<file path="config.mk">
export PLATFORM = sky130hd
export DESIGN_NAME = calc_top
export DESIGN_NICKNAME = d
export VERILOG_FILES = /design/src/hw/calc_pkg.sv /design/src/hw/operand_entry.sv /design/src/hw/add_sub_unit.sv /design/src/hw/shift_add_multiplier.sv /design/src/hw/calc_controller.sv /design/src/hw/calc_top.sv
export VERILOG_INCLUDE_DIRS = /design/src /design/src/hw
export SDC_FILE = /design/constraint.sdc
export NUM_CORES = 1
export LEC_CHECK = 0
export BUFFER_PORTS_ARGS = -buffer_cell sky130_fd_sc_hd__buf_2
export CAP_MARGIN = 20
export CELL_PAD_IN_SITES_DETAIL_PLACEMENT = 1
export CELL_PAD_IN_SITES_GLOBAL_PLACEMENT = 2
export CORE_MARGIN = 2
export CORE_UTILIZATION = 40
export CTS_CLUSTER_DIAMETER = 30
export DETAILED_ROUTE_END_ITERATION = 10
export PLACE_DENSITY_LB_ADDON = 0.1
export SYNTH_ARGS = -nofsm -noshare
export SYNTH_HDL_FRONTEND = slang
export SYNTH_SLANG_ARGS = --single-unit
</file>
<file path="constraint.sdc">
create_clock -name clk -period 5.9 [get_ports clk]
set_input_delay 0.59 -clock clk [delete_from_list [all_inputs] [get_ports clk]]
set_output_delay 0.59 -clock clk [all_outputs]
set_load 0.01 [all_outputs]
</file>
<file path="src/hw/calc_defines.svh">
`ifndef CALC_DEFINES_SVH
`define CALC_DEFINES_SVH

// Operand, result and display width
`define CALC_W 16

// Keypad code width, legal digits are 0 to 9
`define DIGIT_W 4

// One-hot operator key: 001 add, 010 subtract, 100 multiply
`define OPKEY_W 3

// One multiplier bit per step
`define MUL_STEPS `CALC_W

`endif

</file>
<file path="src/hw/calc_pkg.sv">
`include "calc_defines.svh"

package calc_pkg;

    // Operation latched from the operator key
    typedef enum logic [1:0] {
        OP_ADD = 2'd0,                  // a + b
        OP_SUB = 2'd1,                  // a - b, wraps
        OP_MUL = 2'd2                   // Low half of a * b
    } calc_op_t;

    // Sequencer states
    typedef enum logic [2:0] {
        ENTER_FIRST  = 3'd0,            // Digits go to operand a
        ENTER_SECOND = 3'd1,            // Digits go to operand b
        DISPATCH     = 3'd2,            // Start pulse to one unit
        WAIT_EXEC    = 3'd3,            // Waiting on finish
        SHOW         = 3'd4             // Result captured, operands cleared
    } calc_state_t;

    // Request bundle to both execute units
    typedef struct packed {
        calc_op_t            op;        // Selects add or subtract
        logic [`CALC_W-1:0]  a;         // First operand
        logic [`CALC_W-1:0]  b;         // Second operand
    } exec_req_t;

endpackage

</file>
<file path="src/hw/operand_entry.sv">
`timescale 1ns/1ps
`include "calc_defines.svh"

module operand_entry
    import calc_pkg::*;
(
    input  logic                clk,
    input  logic                nRST,
    input  logic [`DIGIT_W-1:0] keypad_input,   // Raw keypad code
    input  logic                read_input,     // Keypad code valid this cycle
    input  logic [`OPKEY_W-1:0] operator_input, // One-hot operator key
    input  logic                second_sel,     // High outside first-operand entry
    input  logic                entry_clear,    // Zero both operands
    output logic [`CALC_W-1:0]  operand_a,
    output logic [`CALC_W-1:0]  operand_b,
    output calc_op_t            op,             // Latched operation
    output logic                op_valid,       // Legal key seen in first phase
    output logic                digit_taken     // Digit accumulated this cycle
);

    logic               digit_legal;    // Codes 10 to 15 rejected
    logic [`CALC_W-1:0] digit_ext;      // Digit zero-extended to data width
    logic [`CALC_W-1:0] acc_src;        // Operand being extended
    logic [`CALC_W-1:0] acc_next;       // acc_src * 10 + digit, mod 2^16
    logic               key_onehot;
    calc_op_t           key_op;

    assign digit_legal = read_input && (keypad_input <= `DIGIT_W'd9);
    assign digit_taken = digit_legal && !entry_clear;   // Clear wins over a digit
    assign digit_ext   = {{(`CALC_W-`DIGIT_W){1'b0}}, keypad_input};
    assign acc_src     = second_sel ? operand_b : operand_a;
    assign acc_next    = (acc_src << 3) + (acc_src << 1) + digit_ext;  // x*8 + x*2

    // Operator key decode, anything not one-hot is dropped
    always_comb begin
        key_onehot = 1'b1;
        key_op     = OP_ADD;
        case (operator_input)
            3'b001:  key_op = OP_ADD;
            3'b010:  key_op = OP_SUB;
            3'b100:  key_op = OP_MUL;
            default: key_onehot = 1'b0;
        endcase
    end

    // Only honoured in the first phase, so a held key gives a single pulse
    assign op_valid = key_onehot && !second_sel;

    always_ff @(posedge clk or negedge nRST) begin
        if (!nRST) begin
            operand_a <= '0;
            operand_b <= '0;
            op        <= OP_ADD;
        end else begin
            if (entry_clear) begin
                operand_a <= '0;            // Fresh start for next calculation
                operand_b <= '0;
            end else if (digit_legal) begin
                if (second_sel)
                    operand_b <= acc_next;
                else
                    operand_a <= acc_next;
            end
            if (op_valid)
                op <= key_op;               // Held through dispatch
        end
    end

    // Accepted operator moves the sequencer to second-operand entry next cycle
    a_op_phase: assert property (@(posedge clk) disable iff (!nRST)
        op_valid |=> second_sel);

endmodule

</file>
<file path="src/hw/add_sub_unit.sv">
`timescale 1ns/1ps
`include "calc_defines.svh"

module add_sub_unit
    import calc_pkg::*;
(
    input  logic               clk,
    input  logic               nRST,
    input  exec_req_t          exec_req,   // Sampled only on start
    input  logic               start,      // One-cycle request pulse
    output logic [`CALC_W-1:0] result,
    output logic               finish      // One-cycle done pulse
);

    logic [`CALC_W-1:0] sum;
    logic [`CALC_W-1:0] diff;

    assign sum  = exec_req.a + exec_req.b;
    assign diff = exec_req.a - exec_req.b;     // Wraps when b > a

    // Done flag trails start by one edge
    always_ff @(posedge clk or negedge nRST) begin
        if (!nRST)
            finish <= 1'b0;
        else
            finish <= start;
    end

    // Result register, loaded with the request
    always_ff @(posedge clk) begin
        if (start)
            result <= (exec_req.op == OP_ADD) ? sum : diff;
    end

    // Multiply requests belong to the other unit
    a_no_mul: assert property (@(posedge clk) disable iff (!nRST)
        start |-> (exec_req.op != OP_MUL));

endmodule

</file>
<file path="src/hw/shift_add_multiplier.sv">
`timescale 1ns/1ps
`include "calc_defines.svh"

module shift_add_multiplier
    import calc_pkg::*;
(
    input  logic               clk,
    input  logic               nRST,
    input  exec_req_t          exec_req,   // a is multiplicand, b is multiplier
    input  logic               start,      // One-cycle request pulse
    output logic [`CALC_W-1:0] result,     // Low 16 bits of a * b
    output logic               finish      // MUL_STEPS cycles after start
);

    localparam int unsigned CNT_W = $clog2(`MUL_STEPS);
    localparam logic [CNT_W-1:0] LAST_LOAD = CNT_W'(`MUL_STEPS - 1);  // Bit 0 done at load

    logic               busy;
    logic [CNT_W-1:0]   count;     // Steps still to run
    logic [`CALC_W-1:0] mcand;     // Shifted multiplicand, upper bits fall off
    logic [`CALC_W-1:0] mplier;    // Remaining multiplier bits, LSB first
    logic [`CALC_W-1:0] acc;       // Partial product

    // Step counter and handshake
    always_ff @(posedge clk or negedge nRST) begin
        if (!nRST) begin
            busy   <= 1'b0;
            count  <= '0;
            finish <= 1'b0;
        end else begin
            finish <= 1'b0;
            if (start) begin
                busy  <= 1'b1;
                count <= LAST_LOAD;
            end else if (busy) begin
                count <= count - 1'b1;
                if (count == CNT_W'(1)) begin
                    busy   <= 1'b0;     // Last bit handled this edge
                    finish <= 1'b1;
                end
            end
        end
    end

    // Datapath, first multiplier bit folded into the load
    always_ff @(posedge clk) begin
        if (start) begin
            acc    <= exec_req.b[0] ? exec_req.a : '0;
            mcand  <= exec_req.a << 1;
            mplier <= exec_req.b >> 1;
        end else if (busy) begin
            if (mplier[0])
                acc <= acc + mcand;     // Mod 2^16 add
            mcand  <= mcand << 1;
            mplier <= mplier >> 1;
        end
    end

    assign result = acc;                // Holds until next start

    // No new request while iterating
    a_no_overlap: assert property (@(posedge clk) disable iff (!nRST)
        start |-> !busy);

endmodule

</file>
<file path="src/hw/calc_controller.sv">
`timescale 1ns/1ps
`include "calc_defines.svh"

module calc_controller
    import calc_pkg::*;
(
    input  logic               clk,
    input  logic               nRST,
    input  logic               equal_input,    // Evaluate key
    input  calc_op_t           op,             // Latched operation
    input  logic               op_valid,       // Operator accepted
    input  logic               digit_taken,    // Digit accumulated
    input  logic [`CALC_W-1:0] operand_a,
    input  logic [`CALC_W-1:0] operand_b,
    input  logic [`CALC_W-1:0] add_result,
    input  logic               add_finish,
    input  logic [`CALC_W-1:0] mul_result,
    input  logic               mul_finish,
    output logic               second_sel,     // Entry phase to operand_entry
    output logic               entry_clear,    // Operand wipe after a result
    output exec_req_t          exec_req,       // Shared request to both units
    output logic               add_start,
    output logic               mul_start,
    output logic               complete,       // Result valid flag
    output logic [`CALC_W-1:0] display_output  // Last result
);

    calc_state_t state, next_state;
    logic        exec_done;        // Finish from whichever unit ran

    assign exec_done = add_finish || mul_finish;

    always_ff @(posedge clk or negedge nRST) begin
        if (!nRST)
            state <= ENTER_FIRST;
        else
            state <= next_state;
    end

    // Next state
    always_comb begin
        next_state = state;
        case (state)
            ENTER_FIRST: begin
                if (op_valid)
                    next_state = ENTER_SECOND;
            end
            ENTER_SECOND: begin
                if (equal_input)            // Operators ignored here
                    next_state = DISPATCH;
            end
            DISPATCH:
                next_state = WAIT_EXEC;     // Start pulse goes out this cycle
            WAIT_EXEC: begin
                if (exec_done)
                    next_state = SHOW;
            end
            SHOW:
                next_state = ENTER_FIRST;
            default:
                next_state = ENTER_FIRST;
        endcase
    end

    // Phase and clear to the entry stage
    assign second_sel  = (state != ENTER_FIRST);   // Also blocks operators past entry
    assign entry_clear = (state == SHOW);

    // Request packing and unit select
    assign exec_req.op = op;
    assign exec_req.a  = operand_a;
    assign exec_req.b  = operand_b;
    assign add_start   = (state == DISPATCH) && (op != OP_MUL);
    assign mul_start   = (state == DISPATCH) && (op == OP_MUL);

    // Result capture and completion flag
    always_ff @(posedge clk or negedge nRST) begin
        if (!nRST) begin
            complete       <= 1'b0;
            display_output <= '0;
        end else if (state == WAIT_EXEC && add_finish) begin
            complete       <= 1'b1;
            display_output <= add_result;
        end else if (state == WAIT_EXEC && mul_finish) begin
            complete       <= 1'b1;
            display_output <= mul_result;
        end else if (state == ENTER_FIRST && digit_taken) begin
            complete       <= 1'b0;         // Display keeps old value
        end
    end

    // Unit answers only while the sequencer is waiting for it
    a_finish_in_wait: assert property (@(posedge clk) disable iff (!nRST)
        exec_done |-> (state == WAIT_EXEC));

    // Multiplier answers after exactly MUL_STEPS cycles
    a_mul_latency: assert property (@(posedge clk) disable iff (!nRST)
        mul_start |-> ##(`MUL_STEPS) mul_finish);

endmodule

</file>
<file path="src/hw/calc_top.sv">
`timescale 1ns/1ps
`include "calc_defines.svh"

module calc_top
    import calc_pkg::*;
(
    input  logic                clk,
    input  logic                nRST,
    input  logic [`DIGIT_W-1:0] keypad_input,
    input  logic                read_input,
    input  logic [`OPKEY_W-1:0] operator_input,
    input  logic                equal_input,
    output logic                complete,
    output logic [`CALC_W-1:0]  display_output
);

    logic [`CALC_W-1:0] operand_a, operand_b;
    calc_op_t           op;
    logic               op_valid, digit_taken;
    logic               second_sel, entry_clear;
    exec_req_t          exec_req;
    logic               add_start, mul_start;
    logic [`CALC_W-1:0] add_result, mul_result;
    logic               add_finish, mul_finish;

    // Decode stage
    operand_entry u_operand_entry (
        .clk, .nRST, .keypad_input, .read_input, .operator_input,
        .second_sel, .entry_clear, .operand_a, .operand_b,
        .op, .op_valid, .digit_taken
    );

    // Sequencer and result register
    calc_controller u_calc_controller (
        .clk, .nRST, .equal_input, .op, .op_valid, .digit_taken,
        .operand_a, .operand_b, .add_result, .add_finish,
        .mul_result, .mul_finish, .second_sel, .entry_clear,
        .exec_req, .add_start, .mul_start, .complete, .display_output
    );

    add_sub_unit u_add_sub_unit (
        .clk, .nRST, .exec_req, .start(add_start),
        .result(add_result), .finish(add_finish)
    );

    shift_add_multiplier u_shift_add_multiplier (
        .clk, .nRST, .exec_req, .start(mul_start),
        .result(mul_result), .finish(mul_finish)
    );

endmodule

</file>
After elaboration in Yosys (flattened, before gate mapping)
Cells that the tools add are included.
{ "op_classes": {"mux": 35, "n_reduce_logical": 25, "eq_ne": 14, "add_sub_neg": 6, "n_lt_le_gt_ge": 1} }
{ "ops": {"columns": ["op", "count"], "rows": [
  ["$mux W16", 15],
  ["$add A16 B16 Y16", 3],
  ["$mux W15", 3],
  ["$add A16 B4 Y16", 1],
  ["$sub A16 B16 Y16", 1],
  ["$pmux W3 S4", 1],
  ["$mux W1", 10],
  ["$reduce_bool A2 Y1", 5],
  ["$eq A3 B2 Y1 const B", 3],
  ["$mux W3", 3],
  ["$logic_and A1 B1 Y1", 8],
  ["$mux W4", 2],
  ["$ne A2 B2 Y1 const B", 4],
  ["$eq A3 B1 Y1 const B", 2],
  ["$eq A3 B3 Y1 const B", 2],
  ["$reduce_and A2 Y1", 3],
  ["$reduce_bool A3 Y1", 2],
  ["$eq A4 B1 Y1 const B", 1],
  ["$le A4 B4 Y1 const B", 1],
  ["$pmux W2 S2", 1],
  ["$sub A4 B1 Y4 const B", 1],
  ["$logic_not A3 Y1", 1],
  ["$reduce_and A3 Y1", 1],
  ["$reduce_or A3 Y1", 1],
  ["5 further kinds", 6]
]} }
{ "totals": {"in_bits": 11, "regBits": 123, "output_inout_bits": 17, "elab_cells": 95} }

Depth between registers and ports, before layout
{ "depth": {"ltp_word": 7, "ltp_mapped": 14, "mapped_depth_nobuf": 13} }

Cells and area by module
A second synthesis with hierarchy kept.
{ "unflattened": {"cells_unflattened": 800, "area_unflattened_um2": 8230.4} }
{ "by_module_without_submodules": {"columns": ["mod", "seq_area_each_um2", "area_per_inst_um2", "n_inst", "cells_per_inst"], "rows": [
  ["shift_add_multiplier", 1531.5, 2935.3, 1, 245],
  ["operand_entry", 850.8, 2478.6, 1, 274],
  ["add_sub_unit", 505.5, 1550.2, 1, 155],
  ["calc_controller", 500.5, 1266.2, 1, 126]
]} }

Least setup slack after synthesis
No wires, ideal clock.
{ "synth_path": {"kind": "reg-to-reg", "startpoint": "register u_calc_controller.state[1]", "endpoint": "register u_operand_entry.operand_a[14]", "n_path_buf": 3, "setup_ps": 126, "path_slack_ps": 2004, "stages_incl_launch_ff": 15, "t_arrival_ps": 3770, "t_required_ps": 5774, "cell_sequence": "dfrtp_1 -> buf_6 -> or3_4 -> buf_6 -> clkbuf_1 -> nand2_1 -> nand2_1 -> fa_1 -> fa_1 -> a21o_1 -> a41o_1 -> a21oi_1 -> o211a_1 -> mux2_1 -> a221o_1"} }
{ "synth_between": {"elab_chain_len": 7, "word_cells_on_any_way": 11, "cone_classes": "2 x add/sub; 2 x eq/ne; 4 x mux; 3 x reduce/logical"} }
{ "synth_lines": {"columns": ["element", "line_no", "rtl"], "rows": [
  ["start: declaration", "calc_controller.sv:28", "calc_state_t state, next_state;"],
  ["start signal: assignment", "calc_controller.sv:37", "state <= next_state;"],
  ["$reduce_bool A3 Y1", "calc_controller.sv:66", "assign second_sel = (state != ENTER_FIRST);"],
  ["$mux W15", "operand_entry.sv:31", "assign acc_src = second_sel ? operand_b : operand_a;"],
  ["$add A16 B16 Y16", "operand_entry.sv:32", "assign acc_next = (acc_src << 3) + (acc_src << 1) + digit_ext;"],
  ["$add A16 B4 Y16", "operand_entry.sv:32", null],
  ["$mux W16", "operand_entry.sv:59", "if (second_sel)"],
  ["$mux W16", "operand_entry.sv:58", "end else if (digit_legal) begin"],
  ["$mux W16", "operand_entry.sv:55", "if (entry_clear) begin"],
  ["end signal: assignment", "operand_entry.sv:62", "operand_a <= acc_next;"],
  ["end: declaration", "operand_entry.sv:14", "output logic [`CALC_W-1:0] operand_a,"]
]} }
Parallel ways exist; a longest one is shown, timed or not. The select of a mux whose other input is x is not followed.
A chain may end at the register's enable or synchronous reset.

Worst setup path after layout
{ "layout_path": {"startpoint": "register u_operand_entry.operand_b[0]", "endpoint": "register u_operand_entry.operand_a[14]"} }
{ "layout_between": {"elab_chain_len": 6} }
{ "layout_lines": {"columns": ["element", "line_no", "rtl"], "rows": [
  ["start: declaration", "operand_entry.sv:15", "output logic [`CALC_W-1:0] operand_b,"],
  ["start signal: assignment", "operand_entry.sv:60", "operand_b <= acc_next;"],
  ["$mux W15", "operand_entry.sv:31", null],
  ["$add A16 B16 Y16", "operand_entry.sv:32", null],
  ["$add A16 B4 Y16", "operand_entry.sv:32", null],
  ["$mux W16", "operand_entry.sv:59", null],
  ["$mux W16", "operand_entry.sv:58", null],
  ["$mux W16", "operand_entry.sv:55", null]
]} }
Every way passes these cells. The select of a mux whose other input is x is not followed.

==> out/metrics.cfg <==
[timing]
max-slew-margin-rel_pct = 25.5
max_freq_mhz = 243
finalHoldViolCount = 0
max_slew.worst_pin.slew_ns = 1.11
setup_tns_ns = 0
fin_hold_ws_ns = 0.335
min_period_ns = 4.11
rsz0062_at_grt = no
clock_skew_ns = 0.00898
drv_slew = 0
finalSetupViolCount = 0
post-route-period-util_pct = 69.7

[flow_run]
cap_violations = 0

[place]
portBuffers = 27
post-dp-hpwl_um = 15200
gp_congestion = 0.837
place_area_mm2 = 0.00797

[clocking]
clkSinkCount = 123
cts_tree = yes
clock_insertion_delay_worst_skew_ns = 0.42
cts_hold_buf = 0
cts_buffers = 17
cts_buffer_depth = 2
clk_pin_slew_worst_paths_ns = 0.06
htreeDepth = 4
post_cts_resized = 0
post_cts_buffers = 0
cts-root-buf = clkbuf_16

[global_routing]
grt_pass1_wl_um = 34200
grt_pass1_vias = 6570
antenna_found_initial = 0
groute.usage.overall_pct = 21.7
grt_max_degree = 62
overflow = 0

[synthesis]
synth-edff-count = 62
synthSimpleGateAreaFrac_pct = 18.6
async_flop_share_pct = 49.6
synth_nets = 907
synth_top_family_by_area = simple AND/OR/NAND/NOR gates
synth_top_area_cell = edfxtp_1
synth_cell_type_count = 55
ys_seq_area_share_pct = 44.4
synthMuxAreaShare_pct = 1.12
synthAdderAreaFrac_pct = 10.6
synth_top_area_share_pct = 24.4
netlist_area_mm2 = 0.00763
synthCells = 834
synth-seq-cells = 123
yosys_warnings = 0
yosys-top-cells-area = edfxtp_1 24%, dfrtp_1 20%, ha_1 9.5%
synth_compound_area_share_pct = 16.2
avgSynthCellArea_um2 = 9.14
synthFlopType = edfxtp_1
synth_xor_area_share_pct = 5.63

[route]
via_per_inst = 5.54
post_drt_wl_per_cell_um = 18.7
drc = 0
wl_um = 20500
ant_nets = 0
vias = 6086
drt_pre_antenna_iters = 4
initialDrtViolationCount = 292

[floorplan]
die_area_mm2 = 0.0202
die_x_um = 142
core_mm2 = 0.0187
fp-row-count = 50
boundaryPins = 28
die_h_um = 142
initial_core_util_pct = 40.8

[worst_hold_path]
hold_path_class = in -> async

[worst_setup_path]
worst-path-max-fanout = 19
startpoint_type = register
endpoint_kind = register
crit_type = reg -> reg
crit_required_ns = 6.20
cp.arrival_ns = 4.41

[cells_and_area]
stdcell_area_mm2 = 0.00854
area_growth_pct = 12.0
layout-drive-gt1-share_pct = 8.90
diodes = 0
post-route-util_pct = 45.7
nFillCells = 2192
regArea_mm2 = 0.00339
multi_input_area_mm2 = 0.00399
finalNetCount = 925

[outcome]
outcome = complete, no violations

==> path summary, 6_finish.rpt <==
check / startpoint / endpoint / slack (ns) / cells after the start
max reg2reg: u_operand_entry.operand_b[0]$_DFFE_PN0P_ / u_operand_entry.operand_a[14]$_DFFE_PN0P_ / 1.79 / 10
max: u_operand_entry.operand_b[0]$_DFFE_PN0P_ / u_operand_entry.operand_a[14]$_DFFE_PN0P_ / 1.79 / 10
min reg2reg: u_calc_controller.display_output[10]$_DFFE_PN0P_ / u_calc_controller.display_output[10]$_DFFE_PN0P_ / 0.47 / 2
max in group asynchronous: nRST / u_operand_entry.operand_b[13]$_DFFE_PN0P_ / 4.99 / 2
min in group clk: operator_input[2] / u_operand_entry.op[0]$_DFFE_PN0P_ / 0.41 / 2
min: nRST / u_shift_add_multiplier.count[3]$_DFFE_PN0P_ / 0.33 / 2
==> cells by family after synthesis <==
kind of cell    count (synthesis)
fa+ha+maj                      62
compound gates                202
simple gates                  328
buf+inv                        62
xor+xnor                       49
flops                         123
mux                             8
==> placed cells by master (no fill, tap or decap), types with 9 or more instances in the layout <==
master,Yosys,routed
a21o_1,13,13
a21oi_1,40,40
a31oi_1,16,16
buf_2,5,27
buf_4,1,9
clkbuf_16,0,17
dfrtp_1,61,61
edfxtp_1,62,62
ha_1,58,58
inv_1,25,24
nand2_1,189,189
nand3_1,22,22
nor2_1,51,51
nor3_1,18,16
o21ai_0,65,65
o22ai_1,17,17
o31ai_1,12,12
xnor2_1,27,27
xor2_1,22,22
==> cells in the mapped netlist, types with 3 or more instances <==
library cell,count
xnor2_1,27
o211ai_1,3
dfrtp_1,61
a221o_1,3
ha_1,58
nand2b_1,7
inv_1,25
edfxtp_1,62
nand3b_1,4
nand3_1,22
and3_1,5
o22ai_1,17
mux2_2,3
o21a_1,4
a22o_1,4
nand4_1,3
a211oi_1,5
or3_1,3
or2_2,3
fa_1,4
nand2_1,189
nor2b_1,4
buf_2,5
o31ai_1,12
a21o_1,13
a21oi_1,40
nor3b_1,4
xor2_1,22
a31oi_1,16
nor2_1,51
mux2i_1,4
clkbuf_1,28
o21bai_1,4
nor3_1,18
a21boi_0,4
and2_1,8
o21ai_0,65
==> final cells by class <==
type | count | area share [%]
Inverter | 25 | 1.10
Clock inverter | 14 | 1.71
Tap cell | 234 | 3.43
Clock buffer | 18 | 5.02
Sequential cell | 123 | 39.7
Timing Repair Buffer | 36 | 2.37
Multi-Input combinational cell | 649 | 46.7
==> per-stage QoR <==
step,setup WS [ns],std cells
6_report,1.79,1099
5_1_grt,1.53,1099
4_1_cts,1.74,1099
3_5_place_dp,1.78,1067
3_3_place_gp,1.86,1067
2_1_floorplan,2.00,834
==> sequential cells by signal (all words and copies together), names as in the netlist <==
signal and flops:
u_shift_add_multiplier.count 4, u_calc_controller.state 3, u_shift_add_multiplier.mcand 15, u_operand_entry.op 2, u_calc_controller.display_output 16, u_shift_add_multiplier.busy 1
u_add_sub_unit.result 16, u_operand_entry.operand_a 16, u_operand_entry.operand_b 16, u_shift_add_multiplier.result 16, u_shift_add_multiplier.finish 1, u_add_sub_unit.finish 1
u_calc_controller.complete 1, u_shift_add_multiplier.mplier 15
==> per-layer routing <==
layer	wire length (µm)	share of wire [%]	vias up	global-route usage, %
met4	455	2.2	0	7.42
met2	9630	47	99	36.3
li1	-	-	3004	-
met3	526	2.6	30	4.37
met5	0	0	-	0
met1	9930	48	2953	28.2
==> worst max-delay path: stages, from the launching register on <==
cell and delay (ns):
dfrtp_1 0.76, inv_1 0.14, o21ai_0 0.41, fa_1 0.55
fa_1 0.48, a21o_1 0.21, a41o_1 0.23, a21oi_1 0.28
o211a_1 0.26, mux2_1 0.35, a221o_1 0.32
Power is not shown: default switching activity piles up to over one toggle a cycle in this logic, so the estimate is an artifact.
